==> src/logic/fcb_spis_settings.svh <==
/*
 * Build-time constants of the SPI slave configuration port
 * FIFO depth, pin synchroniser depth, configuration-stream address
 */

`ifndef FCB_SPIS_SETTINGS_SVH
`define FCB_SPIS_SETTINGS_SVH

// Write entries buffered between SPI frames and the dispatcher
`define FCB_SPIS_FIFO_DEPTH 4

// Flops per pin before the SCLK edge detector
`define FCB_SPIS_SYNC_STAGES 2

// Writes to this address feed the configuration write port
`define FCB_SPIS_CWF_ADDR 7'h20

`endif
==> src/logic/fcb_spis_pkg.sv <==
/*
 * Shared types of the SPI slave configuration port
 * Address, data and FIFO entry types, dispatcher FSM states
 */

`default_nettype none

package fcb_spis_pkg;

  // SFR register address, low seven bits of the command byte
  typedef logic [6:0] spis_addr_t;

  // Data byte, MOSI second byte or MISO read byte
  typedef logic [7:0] spis_data_t;

  // One buffered write
  typedef struct packed {
    spis_addr_t addr;
    spis_data_t data;
  } spis_entry_t;

  // Dispatcher FSM
  typedef enum logic [1:0] {
    DSP_IDLE, DSP_WB, DSP_CWF
  } dispatch_state_t;

endpackage

`default_nettype wire

==> src/logic/fcb_spis_top.sv <==
/*
 * SPI slave configuration port top level
 * Frame receiver, command FIFO and dispatcher
 */

`timescale 1ns/1ps
`default_nettype none

module fcb_spis_top (
  input  logic                     fcb_spis_clk,
  input  logic                     fcb_spis_rst_n,
  input  logic                     spi_sclk,
  input  logic                     spi_cs_n,
  input  logic                     spi_mosi,
  output logic                     spi_miso,
  output logic                     spi_miso_en,
  input  logic                     spi_mode_en,
  input  logic                     spi_master_en,
  output logic                     wb_cyc,
  output logic                     wb_stb,
  output logic                     wb_we,
  output fcb_spis_pkg::spis_addr_t wb_adr,
  output fcb_spis_pkg::spis_data_t wb_dat_o,
  input  logic                     wb_ack,
  output logic                     cwf_wr_en,
  output fcb_spis_pkg::spis_data_t cwf_wr_data,
  input  logic                     cwf_full,
  output fcb_spis_pkg::spis_addr_t sfr_rd_addr,
  input  fcb_spis_pkg::spis_data_t sfr_rd_data,
  output logic                     overflow
);
  import fcb_spis_pkg::*;

  logic        push;                // Write frame done
  spis_entry_t push_entry;
  logic        pop;
  spis_entry_t pop_entry;           // FIFO head
  logic        empty;

  spis_frame_rx u_frame_rx (
    .fcb_spis_clk   (fcb_spis_clk),
    .fcb_spis_rst_n (fcb_spis_rst_n),
    .spi_sclk       (spi_sclk),
    .spi_cs_n       (spi_cs_n),
    .spi_mosi       (spi_mosi),
    .spi_mode_en    (spi_mode_en),
    .spi_master_en  (spi_master_en),
    .sfr_rd_data    (sfr_rd_data),
    .spi_miso       (spi_miso),
    .spi_miso_en    (spi_miso_en),
    .sfr_rd_addr    (sfr_rd_addr),
    .push           (push),
    .push_entry     (push_entry)
  );

  spis_cmd_fifo u_cmd_fifo (
    .fcb_spis_clk   (fcb_spis_clk),
    .fcb_spis_rst_n (fcb_spis_rst_n),
    .push           (push),
    .push_entry     (push_entry),
    .pop            (pop),
    .pop_entry      (pop_entry),
    .empty          (empty),
    .overflow       (overflow)
  );

  spis_dispatch u_dispatch (
    .fcb_spis_clk   (fcb_spis_clk),
    .fcb_spis_rst_n (fcb_spis_rst_n),
    .empty          (empty),
    .pop_entry      (pop_entry),
    .wb_ack         (wb_ack),
    .cwf_full       (cwf_full),
    .pop            (pop),
    .wb_cyc         (wb_cyc),
    .wb_stb         (wb_stb),
    .wb_we          (wb_we),
    .wb_adr         (wb_adr),
    .wb_dat_o       (wb_dat_o),
    .cwf_wr_en      (cwf_wr_en),
    .cwf_wr_data    (cwf_wr_data)
  );

endmodule

`default_nettype wire

==> src/logic/spis_dispatch.sv <==
/*
 * Dispatcher FSM draining the command FIFO
 * Wishbone classic writes to SFRs, or configuration write port
 */

`timescale 1ns/1ps
`default_nettype none
`include "fcb_spis_settings.svh"

module spis_dispatch (
  input  logic                      fcb_spis_clk,
  input  logic                      fcb_spis_rst_n,
  input  logic                      empty,
  input  fcb_spis_pkg::spis_entry_t pop_entry,
  input  logic                      wb_ack,
  input  logic                      cwf_full,
  output logic                      pop,
  output logic                      wb_cyc,
  output logic                      wb_stb,
  output logic                      wb_we,
  output fcb_spis_pkg::spis_addr_t  wb_adr,
  output fcb_spis_pkg::spis_data_t  wb_dat_o,
  output logic                      cwf_wr_en,
  output fcb_spis_pkg::spis_data_t  cwf_wr_data
);
  import fcb_spis_pkg::*;

  dispatch_state_t state;
  dispatch_state_t state_nx;
  spis_addr_t      adr_q;           // Held for the whole bus cycle
  spis_data_t      dat_q;
  logic            is_cwf;          // Head targets the config stream
  logic            wb_load;

  assign is_cwf  = (pop_entry.addr == `FCB_SPIS_CWF_ADDR);
  assign wb_load = (state == DSP_IDLE) && !empty && !is_cwf;

  always_comb
  begin
    state_nx  = state;
    pop       = 1'b0;
    cwf_wr_en = 1'b0;
    unique case (state)
      DSP_IDLE:
      begin
        if (!empty)
        begin
          if (is_cwf)
            state_nx = DSP_CWF;
          else
          begin
            state_nx = DSP_WB;
            pop      = 1'b1;        // Head copied into bus registers
          end
        end
      end
      DSP_WB:
      begin
        if (wb_ack)
          state_nx = DSP_IDLE;      // Bus drops next cycle
      end
      DSP_CWF:
      begin
        if (!cwf_full)
        begin
          cwf_wr_en = 1'b1;
          pop       = 1'b1;
          state_nx  = DSP_IDLE;
        end
      end
      default: state_nx = DSP_IDLE;
    endcase
  end

  always_ff @(posedge fcb_spis_clk or negedge fcb_spis_rst_n)
  begin
    if (!fcb_spis_rst_n)
      state <= DSP_IDLE;
    else
      state <= state_nx;
  end

  always_ff @(posedge fcb_spis_clk)
  begin
    if (wb_load)
    begin
      adr_q <= pop_entry.addr;
      dat_q <= pop_entry.data;
    end
  end

  // Classic write cycle, all strobes from one state
  assign wb_cyc      = (state == DSP_WB);
  assign wb_stb      = (state == DSP_WB);
  assign wb_we       = (state == DSP_WB);
  assign wb_adr      = adr_q;
  assign wb_dat_o    = dat_q;
  assign cwf_wr_data = pop_entry.data;   // Head stays until the pop

endmodule

`default_nettype wire

==> src/logic/spis_cmd_fifo.sv <==
/*
 * Synchronous command FIFO of write entries
 * Full drops the push and sets a sticky overflow flag
 */

`timescale 1ns/1ps
`default_nettype none
`include "fcb_spis_settings.svh"

module spis_cmd_fifo (
  input  logic                      fcb_spis_clk,
  input  logic                      fcb_spis_rst_n,
  input  logic                      push,
  input  fcb_spis_pkg::spis_entry_t push_entry,
  input  logic                      pop,
  output fcb_spis_pkg::spis_entry_t pop_entry,
  output logic                      empty,
  output logic                      overflow
);
  import fcb_spis_pkg::*;

  localparam int DEPTH = `FCB_SPIS_FIFO_DEPTH;
  localparam int PTR_W = (DEPTH > 1) ? $clog2(DEPTH) : 1;
  localparam int CNT_W = $clog2(DEPTH + 1);

  spis_entry_t      mem [DEPTH];
  logic [PTR_W-1:0] wr_ptr;
  logic [PTR_W-1:0] rd_ptr;
  logic [CNT_W-1:0] count;          // Occupancy
  logic             full;
  logic             do_push;
  logic             do_pop;

  // Pointer wrap at DEPTH, not a power of two in general
  function automatic logic [PTR_W-1:0] ptr_next(input logic [PTR_W-1:0] ptr);
    if (ptr == PTR_W'(DEPTH - 1))
      return '0;
    return ptr + 1'b1;
  endfunction

  assign full      = (count == CNT_W'(DEPTH));
  assign empty     = (count == '0);
  assign do_push   = push & ~full;
  assign do_pop    = pop & ~empty;
  assign pop_entry = mem[rd_ptr];   // Head entry

  always_ff @(posedge fcb_spis_clk or negedge fcb_spis_rst_n)
  begin
    if (!fcb_spis_rst_n)
    begin
      wr_ptr   <= '0;
      rd_ptr   <= '0;
      count    <= '0;
      overflow <= 1'b0;
    end
    else
    begin
      if (do_push)
        wr_ptr <= ptr_next(wr_ptr);
      if (do_pop)
        rd_ptr <= ptr_next(rd_ptr);
      case ({do_push, do_pop})
        2'b10:   count <= count + 1'b1;
        2'b01:   count <= count - 1'b1;
        default: count <= count;    // Both or neither
      endcase
      if (push && full)
        overflow <= 1'b1;           // Sticky until reset
    end
  end

  // Storage
  always_ff @(posedge fcb_spis_clk)
  begin
    if (do_push)
      mem[wr_ptr] <= push_entry;
  end

endmodule

`default_nettype wire

==> src/logic/spis_frame_rx.sv <==
/*
 * SPI mode 0 frame receiver, SCLK oversampled on the system clock
 * Command decode, write entry push and MISO read shifter
 */

`timescale 1ns/1ps
`default_nettype none
`include "fcb_spis_settings.svh"

module spis_frame_rx (
  input  logic                      fcb_spis_clk,
  input  logic                      fcb_spis_rst_n,
  input  logic                      spi_sclk,
  input  logic                      spi_cs_n,
  input  logic                      spi_mosi,
  input  logic                      spi_mode_en,
  input  logic                      spi_master_en,
  input  fcb_spis_pkg::spis_data_t  sfr_rd_data,
  output logic                      spi_miso,
  output logic                      spi_miso_en,
  output fcb_spis_pkg::spis_addr_t  sfr_rd_addr,
  output logic                      push,
  output fcb_spis_pkg::spis_entry_t push_entry
);
  import fcb_spis_pkg::*;

  localparam int SYNC_N = `FCB_SPIS_SYNC_STAGES;

  // Pin group moving through the synchroniser together
  typedef struct packed {
    logic sclk;
    logic cs_n;
    logic mosi;
  } spi_pins_t;

  localparam spi_pins_t PINS_IDLE = '{sclk: 1'b0, cs_n: 1'b1, mosi: 1'b0};

  logic       spis_on;              // Slave enabled
  spi_pins_t  pins_qf;              // Pins after chip-select qualification
  spi_pins_t  pins_sync [SYNC_N];
  spi_pins_t  pins_q;               // Synchronised pins
  logic       sclk_d;               // Previous synchronised SCLK
  logic       sclk_rise;
  logic       sclk_fall;
  logic       frame_act;            // Chip select low
  logic [4:0] bit_cnt;              // Rising edges in this frame, stops at 16
  spis_data_t shift_in;
  spis_data_t byte_in;              // Byte including the bit now sampled
  logic       cmd_wr;               // Command bit 7
  spis_addr_t cmd_addr;
  spis_data_t rd_data_q;            // SFR read byte, one clock late
  spis_data_t miso_sr;

  // On only in SPI mode with master mode off
  assign spis_on = spi_mode_en & ~spi_master_en;

  assign pins_qf.sclk = spi_sclk;
  assign pins_qf.cs_n = spis_on ? spi_cs_n : 1'b1;   // Forced inactive when off
  assign pins_qf.mosi = spi_mosi;

  assign pins_q    = pins_sync[SYNC_N-1];
  assign sclk_rise = pins_q.sclk & ~sclk_d;
  assign sclk_fall = ~pins_q.sclk & sclk_d;
  assign frame_act = ~pins_q.cs_n;
  assign byte_in   = {shift_in[6:0], pins_q.mosi};   // MSB first

  assign sfr_rd_addr = cmd_addr;    // Stable from command end to frame end
  assign spi_miso    = miso_sr[7];

  // Pin synchroniser and SCLK history
  always_ff @(posedge fcb_spis_clk or negedge fcb_spis_rst_n)
  begin
    if (!fcb_spis_rst_n)
    begin
      for (int i = 0; i < SYNC_N; i++)
      begin
        pins_sync[i] <= PINS_IDLE;
      end
      sclk_d <= 1'b0;
    end
    else
    begin
      pins_sync[0] <= pins_qf;
      for (int i = 1; i < SYNC_N; i++)
      begin
        pins_sync[i] <= pins_sync[i-1];
      end
      sclk_d <= pins_q.sclk;
    end
  end

  // Bit count, command latch, push strobe, MISO shifter
  always_ff @(posedge fcb_spis_clk or negedge fcb_spis_rst_n)
  begin
    if (!fcb_spis_rst_n)
    begin
      bit_cnt     <= '0;
      cmd_wr      <= 1'b0;
      cmd_addr    <= '0;
      push        <= 1'b0;
      miso_sr     <= '0;
      spi_miso_en <= 1'b0;
    end
    else
    begin
      push        <= 1'b0;
      spi_miso_en <= spis_on;
      if (!frame_act)
      begin
        bit_cnt <= '0;              // CS high ends the frame
      end
      else
      begin
        if (sclk_rise && bit_cnt != 5'd16)
        begin
          bit_cnt <= bit_cnt + 5'd1;
          if (bit_cnt == 5'd7)
          begin
            cmd_wr   <= byte_in[7];
            cmd_addr <= byte_in[6:0];
          end
          if (bit_cnt == 5'd15)
          begin
            push <= cmd_wr;         // Reads push nothing
          end
        end
        if (sclk_fall)
        begin
          if (bit_cnt == 5'd8)
            miso_sr <= rd_data_q;   // First fall after command bit 0
          else
            miso_sr <= {miso_sr[6:0], 1'b0};
        end
      end
    end
  end

  // Payload path
  always_ff @(posedge fcb_spis_clk)
  begin
    rd_data_q <= sfr_rd_data;
    if (frame_act && sclk_rise)
    begin
      shift_in <= byte_in;
      if (bit_cnt == 5'd15)
        push_entry <= '{addr: cmd_addr, data: byte_in};
    end
  end

endmodule

`default_nettype wire

==> config.mk <==
export PLATFORM = sky130hd
export DESIGN_NAME = fcb_spis_top
export DESIGN_NICKNAME = d
export VERILOG_FILES = /design/src/logic/fcb_spis_pkg.sv /design/src/logic/fcb_spis_top.sv /design/src/logic/spis_dispatch.sv /design/src/logic/spis_cmd_fifo.sv /design/src/logic/spis_frame_rx.sv
export VERILOG_INCLUDE_DIRS = /design/src /design/src/logic
export SDC_FILE = /design/constraint.sdc
export NUM_CORES = 1
export LEC_CHECK = 0
export BUFFER_PORTS_ARGS = -buffer_cell sky130_fd_sc_hd__clkbuf_2
export CAP_MARGIN = 0
export CORE_UTILIZATION = 29
export CTS_CLUSTER_SIZE = 12
export DETAILED_ROUTE_END_ITERATION = 10
export PLACE_DENSITY_LB_ADDON = 0.3
export SYNTH_ARGS = -nofsm -noshare
export SYNTH_HDL_FRONTEND = slang
export SYNTH_SLANG_ARGS = --single-unit
export TNS_END_PERCENT = 100
==> constraint.sdc <==
create_clock -name fcb_spis_clk -period 3.1 [get_ports fcb_spis_clk]
set_input_delay 0.155 -clock fcb_spis_clk [delete_from_list [all_inputs] [get_ports fcb_spis_clk]]
set_output_delay 0.155 -clock fcb_spis_clk [all_outputs]
set_load 0.03 [all_outputs]
; ---- Word level (Yosys, flattened, before mapping)
; Memory sizes are Yosys's and may differ from the RTL's.
; Index checks and enable logic that the tools add are counted.
[word_totals]
latchBits = 0
wordCells = 99
ff_bits = 85
mem_count = 1
romBits = 0
ramBits = 60
[op_classes]
bitwise = 11
add_sub_neg = 5
n_mul = 0
n_eq_ne = 15
n_mux = 28
reduce_logical = 15
div = 0
order_cmp = 0
shift = 0
[mem_list]
columns = name, depth, word_bits, rd, rd_clocked_by_memory_dff, wr, line_no
row1 = u_cmd_fifo.mem, 4, 15, 1, 0, 1, spis_cmd_fifo.sv:26  ; spis_entry_t mem [DEPTH];
[op_table]
columns = operator, n
row1 = $mux 2, 8
row2 = $mux 1, 14
row3 = $eq 5x4->1 const B, 2
row4 = $mux 5, 2
row5 = $eq 2x2->1 const B, 4
row6 = $mux 8, 1
row7 = $eq 7x6->1 const B, 1
row8 = $not 1->1, 6
row9 = $pmux 2 s3, 1
row10 = $pmux 3 s2, 1
row11 = $reduce_and 3->1, 2
row12 = $add 5x1->5 const B, 1
row13 = $and 1x1->1, 5
row14 = $eq 5x3->1 const B, 1
row15 = $logic_and 1x1->1, 5
row16 = $ne 5x5->1 const B, 1
row17 = $add 2x1->2 const B, 2
row18 = $eq 2x1->1 const B, 2
row19 = $ne 2x2->1 const B, 2
row20 = $reduce_and 2->1, 2
row21 = $reduce_bool 2->1, 2
row22 = $add 3x1->3 const B, 1
row23 = $eq 3x3->1 const B, 1
row24 = $logic_not 3->1, 1
row25 = other kinds (5), 6

; ---- Logic depth before layout (Yosys ltp)
; Gate-level depths: netlist of the first run.
; An unclocked memory read counts as a cell.
[depth]
depth_word = 8
ltp_mapped = 10

; ---- By module
; A second synthesis of the first run with hierarchy kept.
[hier_totals]
hier_cells = 290
hier_area_um2 = 5442.7
[by_module_without_submodules]
columns = mod, seq_area_each_um2, cells_per_inst, area_each_um2, n_inst
row1 = spis_cmd_fifo, 2001.9, 121, 2681.3, 1
row2 = spis_frame_rx, 1574.0, 131, 2094.5, 1
row3 = spis_dispatch, 500.5, 38, 666.9, 1

; ---- Least setup slack after synthesis of the first run
; Ideal clock, no wire load.
[synth_timing]
kind = register to register
startpoint = reg u_cmd_fifo.rd_ptr[0]
endpoint = reg u_cmd_fifo.count[1]
stages_incl_launch_ff = 9
period_less_slack_ns = 2.872
arrival_ns = 2.790
slack_ns = 0.228
cell_sequence = dfrtp_1 buf_6 mux4_2 or4b_1 o41a_1 ha_1 inv_1 fa_1 o21ai_0
[synth_lines]
columns = element, line_no
row1 = "start, declared", spis_cmd_fifo.sv:28  ; logic [PTR_W-1:0] rd_ptr;
row2 = "start signal, assigned", spis_cmd_fifo.sv:61  ; rd_ptr <= ptr_next(rd_ptr);
row3 = "end signal, assigned", spis_cmd_fifo.sv:63  ; 2'b10: count <= count + 1'b1;
row4 = "end signal, assigned", spis_cmd_fifo.sv:64  ; 2'b01: count <= count - 1'b1;
row5 = "end signal, assigned", spis_cmd_fifo.sv:65  ; default: count <= count;
row6 = "end, declared", spis_cmd_fifo.sv:29  ; logic [CNT_W-1:0] count;

==> results of run 1 <==
-- cell type report --
| type | count | area [um2] | share of cell area [%] |
|---|---|---|---|
| timing repair buffer | 76 | 473 | 7.27 |
| clock inverter | 6 | 33.8 | 0.519 |
| multi-input combinational | 117 | 1110 | 17.1 |
| clock buffer | 26 | 479 | 7.37 |
| sequential | 145 | 4080 | 62.7 |
| inverter | 11 | 41.3 | 0.635 |
| tap | 229 | 287 | 4.40 |
-- per-layer routing --
metal	track usage, %	wire (um)	vias up
li1	-	-	1236
met1	12.4	3870	1284
met2	16.8	4190	69
met3	5.04	667	14
met4	5.49	172	0
met5	0	0	-
-- worst paths after layout --
kind                                                    from                                 to  slack [ps]
max in group asynchronous                     fcb_spis_rst_n   u_cmd_fifo.rd_ptr[1]$_DFFE_PN0P_        1900
setup / recovery            u_cmd_fifo.rd_ptr[0]$_DFFE_PN0P_    u_cmd_fifo.count[1]$_DFFE_PN0P_         200
hold reg to reg            u_frame_rx.pins_sync[5]$_DFF_PN0_     u_frame_rx.pins_q[2]$_DFF_PN0_         350
min in group asynchronous                     fcb_spis_rst_n  u_frame_rx.miso_sr[6]$_DFFE_PN0P_         460
hold / removal                                        wb_ack    u_dispatch.state[0]$_DFFE_PN0P_          30
setup reg to reg            u_cmd_fifo.rd_ptr[0]$_DFFE_PN0P_    u_cmd_fifo.count[1]$_DFFE_PN0P_         200
-- cells by family (layout without fill, tap and decap cells) --
logic type / Yosys count / in the layout
muxes: 31 / 31
xor gates and xnor gates: 6 / 6
and+or+nand+nor: 49 / 49
buffers and inverters: 28 / 119
adders and majority gates: 10 / 10
DFF: 145 / 145
AOI/OAI and AO/OA: 21 / 21
-- through the flow --
stage               cell area [um2]  instances  power, mW
floorplan                      5330        290       3.23
global placement               5850        564       3.43
detailed placement             5850        564       3.45
CTS                            6500        610       5.25
global route                   6500        610       5.44
finish                         6500        610       5.17
-- power by group --
group          switching [mW]  internal [mW]
clock                   0.715           1.06
combinational           0.627          0.422
sequential              0.108           2.24
total                    1.45           3.72
-- state kept, by name, indices dropped and copies added (netlist names), 5 cells and up --
| name | count |
|---|---|
| u_cmd_fifo.mem | 60 |
| u_frame_rx.push_entry | 15 |
| u_dispatch.wb_dat_o | 8 |
| u_frame_rx.miso_sr | 8 |
| u_frame_rx.rd_data_q | 8 |
| u_dispatch.wb_adr | 7 |
| u_frame_rx.sfr_rd_addr | 7 |
| u_frame_rx.shift_in | 7 |
| u_frame_rx.bit_cnt | 5 |
-- Yosys cell counts (all sizes together) --
cell type	instances	area share (%)
edfxtp	97	55
dfrtp	38	18
nor2	18	1.3
mux4	15	6.3
buf	12	1.7
inv	11	0.77
a21oi	10	0.94
mux2	10	2.3
ha	9	2.1
dfxtp	8	3.0
and2	7	0.82
mux2i	6	1.1
clkbuf	5	0.35
nor2b	4	0.47
o21ai	4	0.38
xor2	4	0.66
nand2	3	0.21
a211oi	2	0.28
and3	2	0.23
dfstp	2	0.99
nand3	2	0.19
nand4	2	0.23
nor3	2	0.19
nor3b	2	0.28
xnor2	2	0.33
a21boi	1	0.14
a22o	1	0.16
a31o	1	0.16
fa	1	0.38
nand2b	1	0.12
nand3b	1	0.14
nand4bb	1	0.21
nor4bb	1	0.19
o41a	1	0.21
o41ai	1	0.31
or2	1	0.12
or3	1	0.12
or4b	1	0.19
-- critical path, delay by kind of cell, from the launching register on --
kind	cells	cell delay [ps]
adders and majority gates	2	630
buffers and inverters	1	70
AOI/OAI and AO/OA	2	580
DFF	1	440
muxes	1	520
and+or+nand+nor	1	570
-- timing repair --
| item | CTS | global route |
|---|---|---|
| gates resized for setup | 0 | 2 |
| hold buffers | 14 | 0 |
| setup endpoints to repair | 0 | 2 |
| hold endpoints to repair | 50 | 0 |
==> summary.txt, run 1 <==
Critical path
  • WP data arrival: 3240 ps
  • Req. time, crit path: approximately 3400 ps
  • Worst path max stage delay: 570 ps
  • Crit path max fanout: 6
  • FF-to-FF path depth: 7
  • Slowest library cell on the worst path: or4b_1
  • Crit path kind: reg2reg
  • CP Launch Type: flip-flop
  • Crit path cell chain: mux4_2 -> or4b_1 -> o41a_1 -> ha_1 -> inv_1 -> fa_1 -> o21ai_0
  • Crit. End Element: flip-flop

Floorplanning
  • Initial Util: 29.7%
  • Core Area: ~18000 um2
  • # IOs: 54
  • Die Y: about 140 um
  • DIE AREA: roughly 19000 um2
  • FP Rows: 49
  • Die X-Extent: 138 um

Run
  • Max Cap Viol: 0

STA
  • Fin. Hold Viols: 0
  • Final Cycle Share: between 90% and 100%
  • Hold Slack: 25.2 ps
  • FMAX: 0.345 GHz
  • Slew Viols, Final: 0
  • Clock Skews: 5.18 ps
  • RSZ-0062 raised after global routing: false
  • Final worst slack: 199 ps
  • Worst-Margin Slew: 1080 ps
  • Final setup fails: 0
  • Setup TNS Final: 0 ps
  • Tmin final: 2900 ps
  • Slew HR: 28.1%

Cells and area
  • Share of cells above drive strength 1: 31.2%
  • Nets: around 400
  • Most frequent cells in the layout: edfxtp_1, clkbuf_2, dfrtp_1
  • ANT cells: 0
  • Finished Core Util: 36.2%
  • Area Growth Syn to Fin: 22.0%
  • Filler cells: 1709
  • Commonest non-fill, non-tap cell in the layout: edfxtp_1

Synthesis
  • Sequential-to-total area share from yosys stat: 76.4%
  • YS warnings: 0
  • Syn Inst Count: 290
  • Mux contribution to synthesized area: 9.71%
  • Post-synthesis adder-cell area fraction: under 10%
  • Compound-cell area share of the yosys netlist: 2.58%
  • Synth Area in XOR/XNOR: 0.985%
  • Synth Cell Area: ~5300 um2
  • Simple-gate share of the synthesized area: 4.97%
  • Syn_nets: 317
  • Number of synthesized register bits: 145
  • Synthesized area per cell: 18.4 um2
  • Yosys cell types: a little over 40
  • Largest family of logic cells by synthesized area: multiplexers

CTS
  • CTS clk-pin slew, worst paths: 50 ps
  • CTS Sinks: 145
  • H-tree depth: 4
  • Clk buf depth: 2
  • CTS buffer count: 17
  • Worst-skew pair later-pin latency: 420 ps
  • Clk Tree Root Cell: clkbuf_16
  • Setup bufs post-CTS: 0
  • CTS tree: done

Routing
  • Vias: 2603
  • TritonRoute pass-1 iters: 4
  • Vias/cell: 4.27
  • First DRT Iteration DRCs: 136
  • Antenna Nets Post-Route: 0
  • Residual DRC count: 0
  • Avg WL per Cell: 14.6 um
  • Post-Route WL: between 8000 and 9000 um

Global routing
  • Largest net degree at the start of global routing: 41
  • Vias in the first global route: 2719
  • First-pass GRT wire length: between 10000 and 15000 um
  • Total GRT Usage: 10.8%
  • Overflow after GRT: 0
  • Initial antenna violation count: 0

Worst hold path
  • Hold WC Path Type: in2reg
  • Worst hold path stage count: 3

Power
  • Pwr dens: approximately 790 nW/um2
  • Peak VDD IR: around 0.4 mV
  • Static Leak: 2.34 nW

Place
  • DP Worst Slack: 84.2 ps
  • # port buffers: 53
  • GP Congestion: 0.723
  • Final HPWL DP: 5710 um

Status
  • Outcome: complete, no violations
(Power assumes the default switching activity.)
==> run 2, diff against run 1 <==
==> constraint.sdc (replaced) <==
create_clock -name fcb_spis_clk -period 3.3 [get_ports fcb_spis_clk]
set_input_delay 0.165 -clock fcb_spis_clk [delete_from_list [all_inputs] [get_ports fcb_spis_clk]]
set_output_delay 0.165 -clock fcb_spis_clk [all_outputs]
set_load 0.03 [all_outputs]
==> run 2 against run 1 <==
Combinational power down 5%. First-iteration DRC count decreased by 8.1%. Highest routed layer unchanged. Die area stayed put.
==> summary.txt, run 2 (synthesis results as in run 1) <==
Status
  • Outcome: complete, no violations

Critical path
  • Crit. End Element: flip-flop
  • Crit path max fanout: 6
  • WP data arrival: between 3000 and 4000 ps
  • Crit path kind: reg2reg
  • FF-to-FF setup slack: 190 ps
  • Crit path cell chain: mux4_2 -> or4b_1 -> o41a_1 -> ha_1 -> inv_1 -> fa_1 -> xor2_1 -> nor2_1 -> xor2_1
  • Worst path max stage delay: 570 ps
  • Most common cell on crit path: xor2_1
  • CP Launch Type: flip-flop
  • Slowest library cell on the worst path: or4b_1
  • Req. time, crit path: 3590 ps

CTS
  • CTS buffer count: 17
  • CTS tree: done
  • CTS clk-pin slew, worst paths: 60 ps
  • H-tree depth: 4
  • CTS resizes: 0
  • Post-cts hold buffer count: 14
  • Clk Tree Root Cell: clkbuf_16
  • CTS Sinks: between 100 and 150
  • Setup bufs post-CTS: 0
  • Clk buf depth: 2
  • Worst-skew pair later-pin latency: 410 ps

Global routing
  • Vias in the first global route: roughly 2800
  • Total GRT Usage: 10.8%
  • Initial antenna violation count: 0
  • Overflow after GRT: 0
  • First-pass GRT wire length: between 10000 and 15000 um
  • Largest net degree at the start of global routing: 41

Cells and area
  • Largest register FFs: 60
  • Reg with most FFs: u_cmd_fifo.mem
  • Commonest non-fill, non-tap cell in the layout: edfxtp_1
  • Non-Filler Instances: 609
  • FF/Latch Area: 4080 um2
  • Filler cells: 1690
  • Area Growth Syn to Fin: 23.3%
  • Share of cells above drive strength 1: 31.3%
  • Top Registers: u_cmd_fifo.mem (60), u_frame_rx.push_entry (15)
  • Most frequent cells in the layout: edfxtp_1, clkbuf_2, dfrtp_1
  • Nets: 394
  • ANT cells: 0
  • Multi-input logic area: 1110 um2

Floorplanning
  • Initial Util: 29.7%
  • Die Y: 138 um
  • # IOs: 54
  • Die X-Extent: 138 um
  • FP Rows: 49
  • Core Area: 18000 um2
  • DIE AREA: 18900 um2

STA
  • Slew HR: 29.7%
  • Worst-Margin Slew: 1060 ps
  • Tmin final: 3110 ps
  • Final setup fails: 0
  • Clock Skews: between 6 and 7 ps
  • Fin. Hold Viols: 0
  • RSZ-0062 raised after global routing: false
  • Final Cycle Share: 94.3%
  • Setup TNS Final: 0 ps
  • Slew Viols, Final: 0
  • FMAX: 0.321 GHz

Place
  • Final HPWL DP: 5970 um
  • GP Congestion: 0.728
  • Cells after DPL: 563
  • # port buffers: 53

Power
  • Peak VDD IR: 0.416 mV
  • Static Leak: 2.37 nW
  • Pwr dens: 774 nW/um2

Routing
  • Post-Route WL: 8930 um
  • Vias: 2620
  • TritonRoute pass-1 iters: 4
  • Antenna Nets Post-Route: 0
  • Residual DRC count: 0
  • First DRT Iteration DRCs: ~130
  • Avg WL per Cell: 14.7 um
  • Vias/cell: roughly 4.3

Worst hold path
  • Hold WC Path Type: in2reg

Run
  • Max Cap Viol: 0
==> run 2: area by class of cell <==
class / instances / area share [%]
clock buffer: 22 / 6.91
clock inverter: 10 / 2.08
inverter: 11 / 0.628
multi-input combinational: 117 / 16.9
sequential: 145 / 62.0
tap: 229 / 4.36
timing repair buffer: 75 / 7.08
==> run 2: report_power, final <==
part	switching, mW	total [mW]	leakage [nW]	internal (mW)
Combinational	0.604	0.993	0.732	0.389
Clock	0.686	1.89	0.282	1.20
Sequential	0.0993	2.20	1.36	2.11
==> run 2: path summary, 6_finish.rpt <==
check | startpoint | end | depth (start not counted)
hold reg to reg | u_frame_rx.pins_sync[5]$_DFF_PN0_ | u_frame_rx.pins_q[2]$_DFF_PN0_ | 0
setup reg to reg | u_cmd_fifo.rd_ptr[0]$_DFFE_PN0P_ | u_cmd_fifo.count[2]$_DFFE_PN0P_ | 9
hold / removal | wb_ack | u_dispatch.state[0]$_DFFE_PN0P_ | 3
max in group asynchronous | fcb_spis_rst_n | u_cmd_fifo.wr_ptr[0]$_DFFE_PN0P_ | 2
min in group asynchronous | fcb_spis_rst_n | u_frame_rx.miso_sr[6]$_DFFE_PN0P_ | 2
setup / recovery | u_cmd_fifo.rd_ptr[0]$_DFFE_PN0P_ | u_cmd_fifo.count[2]$_DFFE_PN0P_ | 9
==> run 2: per-stage QoR <==
step                hold WS [ps]  setup WS [ps]  utilization [%]  instance area (um2)  power, mW
finish                      27.7            186             36.6                 6570       5.09
global route                25.8           17.2             36.6                 6570       5.34
CTS                         16.1            145             36.6                 6570       5.17
detailed placement           269            159             32.5                 5840       3.25
global placement             267            301             32.5                 5840       3.22
floorplan                   -131            428                -                 5330       3.04
==> run 2: critical path, delay by kind of cell (launching register included) <==
family,cells,cell delay [ps]
AOI/OAI and AO/OA,1,470
xor gates and xnor gates,2,310
adders and majority gates,2,430
buffers and inverters,1,80
DFF,1,500
muxes,1,560
and+or+nand+nor,2,640
==> run 2: per-layer routing <==
metal / track usage (%) / wire length (um)
met3: 4.56 / 575
met5: 0 / 0
met1: 12.5 / 3810
met2: 17.1 / 4390
met4: 5.13 / 159
==> run 3, diff against run 2 <==
==> constraint.sdc (replaced) <==
create_clock -name fcb_spis_clk -period 2.79 [get_ports fcb_spis_clk]
set_input_delay 0.1395 -clock fcb_spis_clk [delete_from_list [all_inputs] [get_ports fcb_spis_clk]]
set_output_delay 0.1395 -clock fcb_spis_clk [all_outputs]
set_load 0.03 [all_outputs]
==> run 3 against run 2 <==
Sequential power increased by 18%. Non-clock buffer count up 14. Setup slack worse by 170 ps. Critical endpoint unchanged. Hold slack worse by 10 ps. Largest cell class unchanged. Cell area up 1.8%. Routed wire length fell by 3.6%. Fmax up 12%. Register-to-register slack got worse by 170 ps. Flip-flop and latch count is the same. Final cell count increased by 2.3%. Total power is 19% higher. Clock skew up 3.8 ps.
==> summary.txt, run 3 (synthesis results as in run 1) <==
Floorplanning
  • Core Area: 18000 um2
  • Die Y: 138 um
  • Initial Util: 29.7%
  • # IOs: 54
  • DIE AREA: 18900 um2
  • FP Rows: 49
  • Die X-Extent: 138 um

Place
  • GP Congestion: slightly above 0.7
  • DP Worst Slack: -112 ps
  • # port buffers: 53
  • Final HPWL DP: 5910 um

STA
  • Fin. Hold Viols: 0
  • Final setup fails: 0
  • Tmin final: 2770 ps
  • RSZ-0062 raised after global routing: true
  • Hold Slack: 17.5 ps
  • Slew Viols, Final: 0
  • Final Cycle Share: about 99%
  • FMAX: 0.361 GHz
  • Clock Skews: between 9 and 10 ps
  • Final worst slack: between 20 and 25 ps
  • Worst-Margin Slew: 669 ps
  • Slew HR: 55.4%

CTS
  • Clk Tree Root Cell: clkbuf_16
  • CTS buffer count: 17
  • CTS tree: done
  • CTS clk-pin slew, worst paths: 60 ps
  • Worst-skew pair later-pin latency: 420 ps
  • CTS Sinks: between 100 and 150
  • H-tree depth: 4
  • Clk buf depth: 2

Critical path
  • End of the critical path: u_cmd_fifo.count[2]$_DFFE_PN0P_
  • Crit path cell chain: mux4_2 -> or4b_4 -> o41a_1 -> ha_2 -> inv_2 -> fa_1 -> xor2_1 -> nor2_1 -> xor2_1
  • Worst path max stage delay: 560 ps
  • Req. time, crit path: 3090 ps
  • WP data arrival: 3070 ps
  • Most common cell on crit path: xor2_1
  • Crit path from: u_cmd_fifo.rd_ptr[0]$_DFFE_PN0P_
  • CP Launch Type: flip-flop
  • Crit path kind: reg2reg
  • Crit path max fanout: 5
  • Reg2reg start: u_cmd_fifo.rd_ptr[0]$_DFFE_PN0P_
  • FF-to-FF path depth: 9
  • Crit. End Element: flip-flop
  • FF-to-FF End: u_cmd_fifo.count[2]$_DFFE_PN0P_
  • Slowest library cell on the worst path: or4b_4
  • FF-to-FF setup slack: between 20 and 25 ps

Run
  • Max Cap Viol: 0

Power
  • Clock share of power: between 30% and 40%
  • Combinational share of power: 20.9%
  • Peak VDD IR: 0.556 mV
  • Static Leak: 2.44 nW
  • Sw frac: 27.4%
  • Switching Power: around 1.7 mW
  • Seq pwr share: 43.1%
  • Power Internal: approximately 4.4 mW
  • Pwr dens: 902 nW/um2

Routing
  • Avg WL per Cell: approximately 14 um
  • Antenna Nets Post-Route: 0
  • Residual DRC count: 0
  • Post-Route WL: 8610 um
  • TritonRoute pass-1 iters: 4
  • Vias/cell: 4.22
  • Vias: 2630
  • First DRT Iteration DRCs: 141

Global routing
  • First-pass GRT wire length: 13900 um
  • Total GRT Usage: 10.3%
  • Largest net degree at the start of global routing: 26
  • Overflow after GRT: 0
  • Vias in the first global route: approximately 2700
  • Initial antenna violation count: 0

Worst hold path
  • Worst hold path stage count: 3
  • Hold WC Path Type: in2reg

Cells and area
  • Top Registers: u_cmd_fifo.mem (60), u_frame_rx.push_entry (15)
  • Share of cells above drive strength 1: between 30% and 40%
  • ANT cells: 0
  • Area Growth Syn to Fin: 25.5%
  • Most frequent cells in the layout: edfxtp_1, clkbuf_2, dfrtp_1
  • Commonest non-fill, non-tap cell in the layout: edfxtp_1
  • Nets: 408
  • Largest register FFs: 60
  • Reg with most FFs: u_cmd_fifo.mem

Status
  • Outcome: complete, no violations
-- run 3: cell count changes in the layout (fill, tap and decap cells not counted), sizes merged --
cell	delta
dlygate4sd3	+2
clkinvlp	-1
clkinv	+1
inv	+1
bufinv	-1
buf	+12
-- run 3: per-layer routing --
metal / track usage [%] / vias to the layer above / wire [um] / part of all wire (%)
met5: 0 / - / 0 / 0
met4: 4.95 / 0 / 154 / 1.8
met3: 5.15 / 19 / 567 / 6.6
met2: 15.9 / 61 / 4000 / 46
met1: 11.9 / 1290 / 3890 / 45
li1: - / 1260 / - / -
-- run 3: how the worst min path moves through the flow --
| stage | slack (ps) | to | start |
|---|---|---|---|
| after floorplan | -160 | u_cmd_fifo.count[0]$_DFFE_PN0P_ | fcb_spis_rst_n |
| after global placement | 200 | u_frame_rx.miso_sr[1]$_DFFE_PN0P_ | fcb_spis_rst_n |
| after detailed placement | 200 | u_frame_rx.miso_sr[0]$_DFFE_PN0P_ | fcb_spis_rst_n |
| after CTS | 4 | u_dispatch.state[0]$_DFFE_PN0P_ | wb_ack |
| after global routing | 20 | u_dispatch.state[0]$_DFFE_PN0P_ | wb_ack |
| final | 20 | u_dispatch.state[0]$_DFFE_PN0P_ | wb_ack |
-- run 3: power groups by stage --
stage | logic [mW] | registers, mW | clock network (mW)
after floorplan | 0.844 | 2.75 | 0
after global placement | 1.24 | 2.63 | 0
after detailed placement | 1.25 | 2.64 | 0
after CTS | 1.29 | 2.60 | 2.25
after global routing | 1.39 | 2.62 | 2.34
final | 1.26 | 2.60 | 2.18
-- run 3: layout make-up --
| cell class | instances | area [um2] |
|---|---|---|
| clock inverters | 10 | 111 |
| flip-flops and latches | 145 | 4080 |
| clock buffers | 22 | 464 |
| multi-input cells | 117 | 1120 |
| repair buffers | 89 | 592 |
| fillers | 1666 | 11300 |
| inverters | 11 | 41.3 |
| well taps | 229 | 287 |
-- run 3: critical path: cells and delay by family (launching register included) --
kind,cells,cell delay (ps)
buffers and inverters,1,50
multiplexers,1,530
AO/OA/AOI/OAI,1,350
AND/OR/NAND/NOR,2,620
flip-flops,1,440
adder cells (fa/ha/maj),2,370
XOR/XNOR,2,280
-- run 3: stage by stage --
stage	std cells	setup TNS [ps]	power [mW]	util, %	instance area (um2)
after floorplan	290	0	3.60	-	5340
after global placement	574	-82.7	3.87	33.1	5940
after detailed placement	574	-220	3.89	33.1	5940
after CTS	623	-39.6	6.14	37.3	6690
after global routing	623	-201	6.34	37.3	6690
final	623	0	6.04	37.3	6690
-- run 3: repair_timing --
action                                 in CTS  in global routing
setup buffers                               1                  0
setup endpoints to repair                   2                  2
pin swaps                                   1                  1
endpoints found under the hold margin      35                  0
gates resized for setup                     4                  1
hold buffers                               16                  0
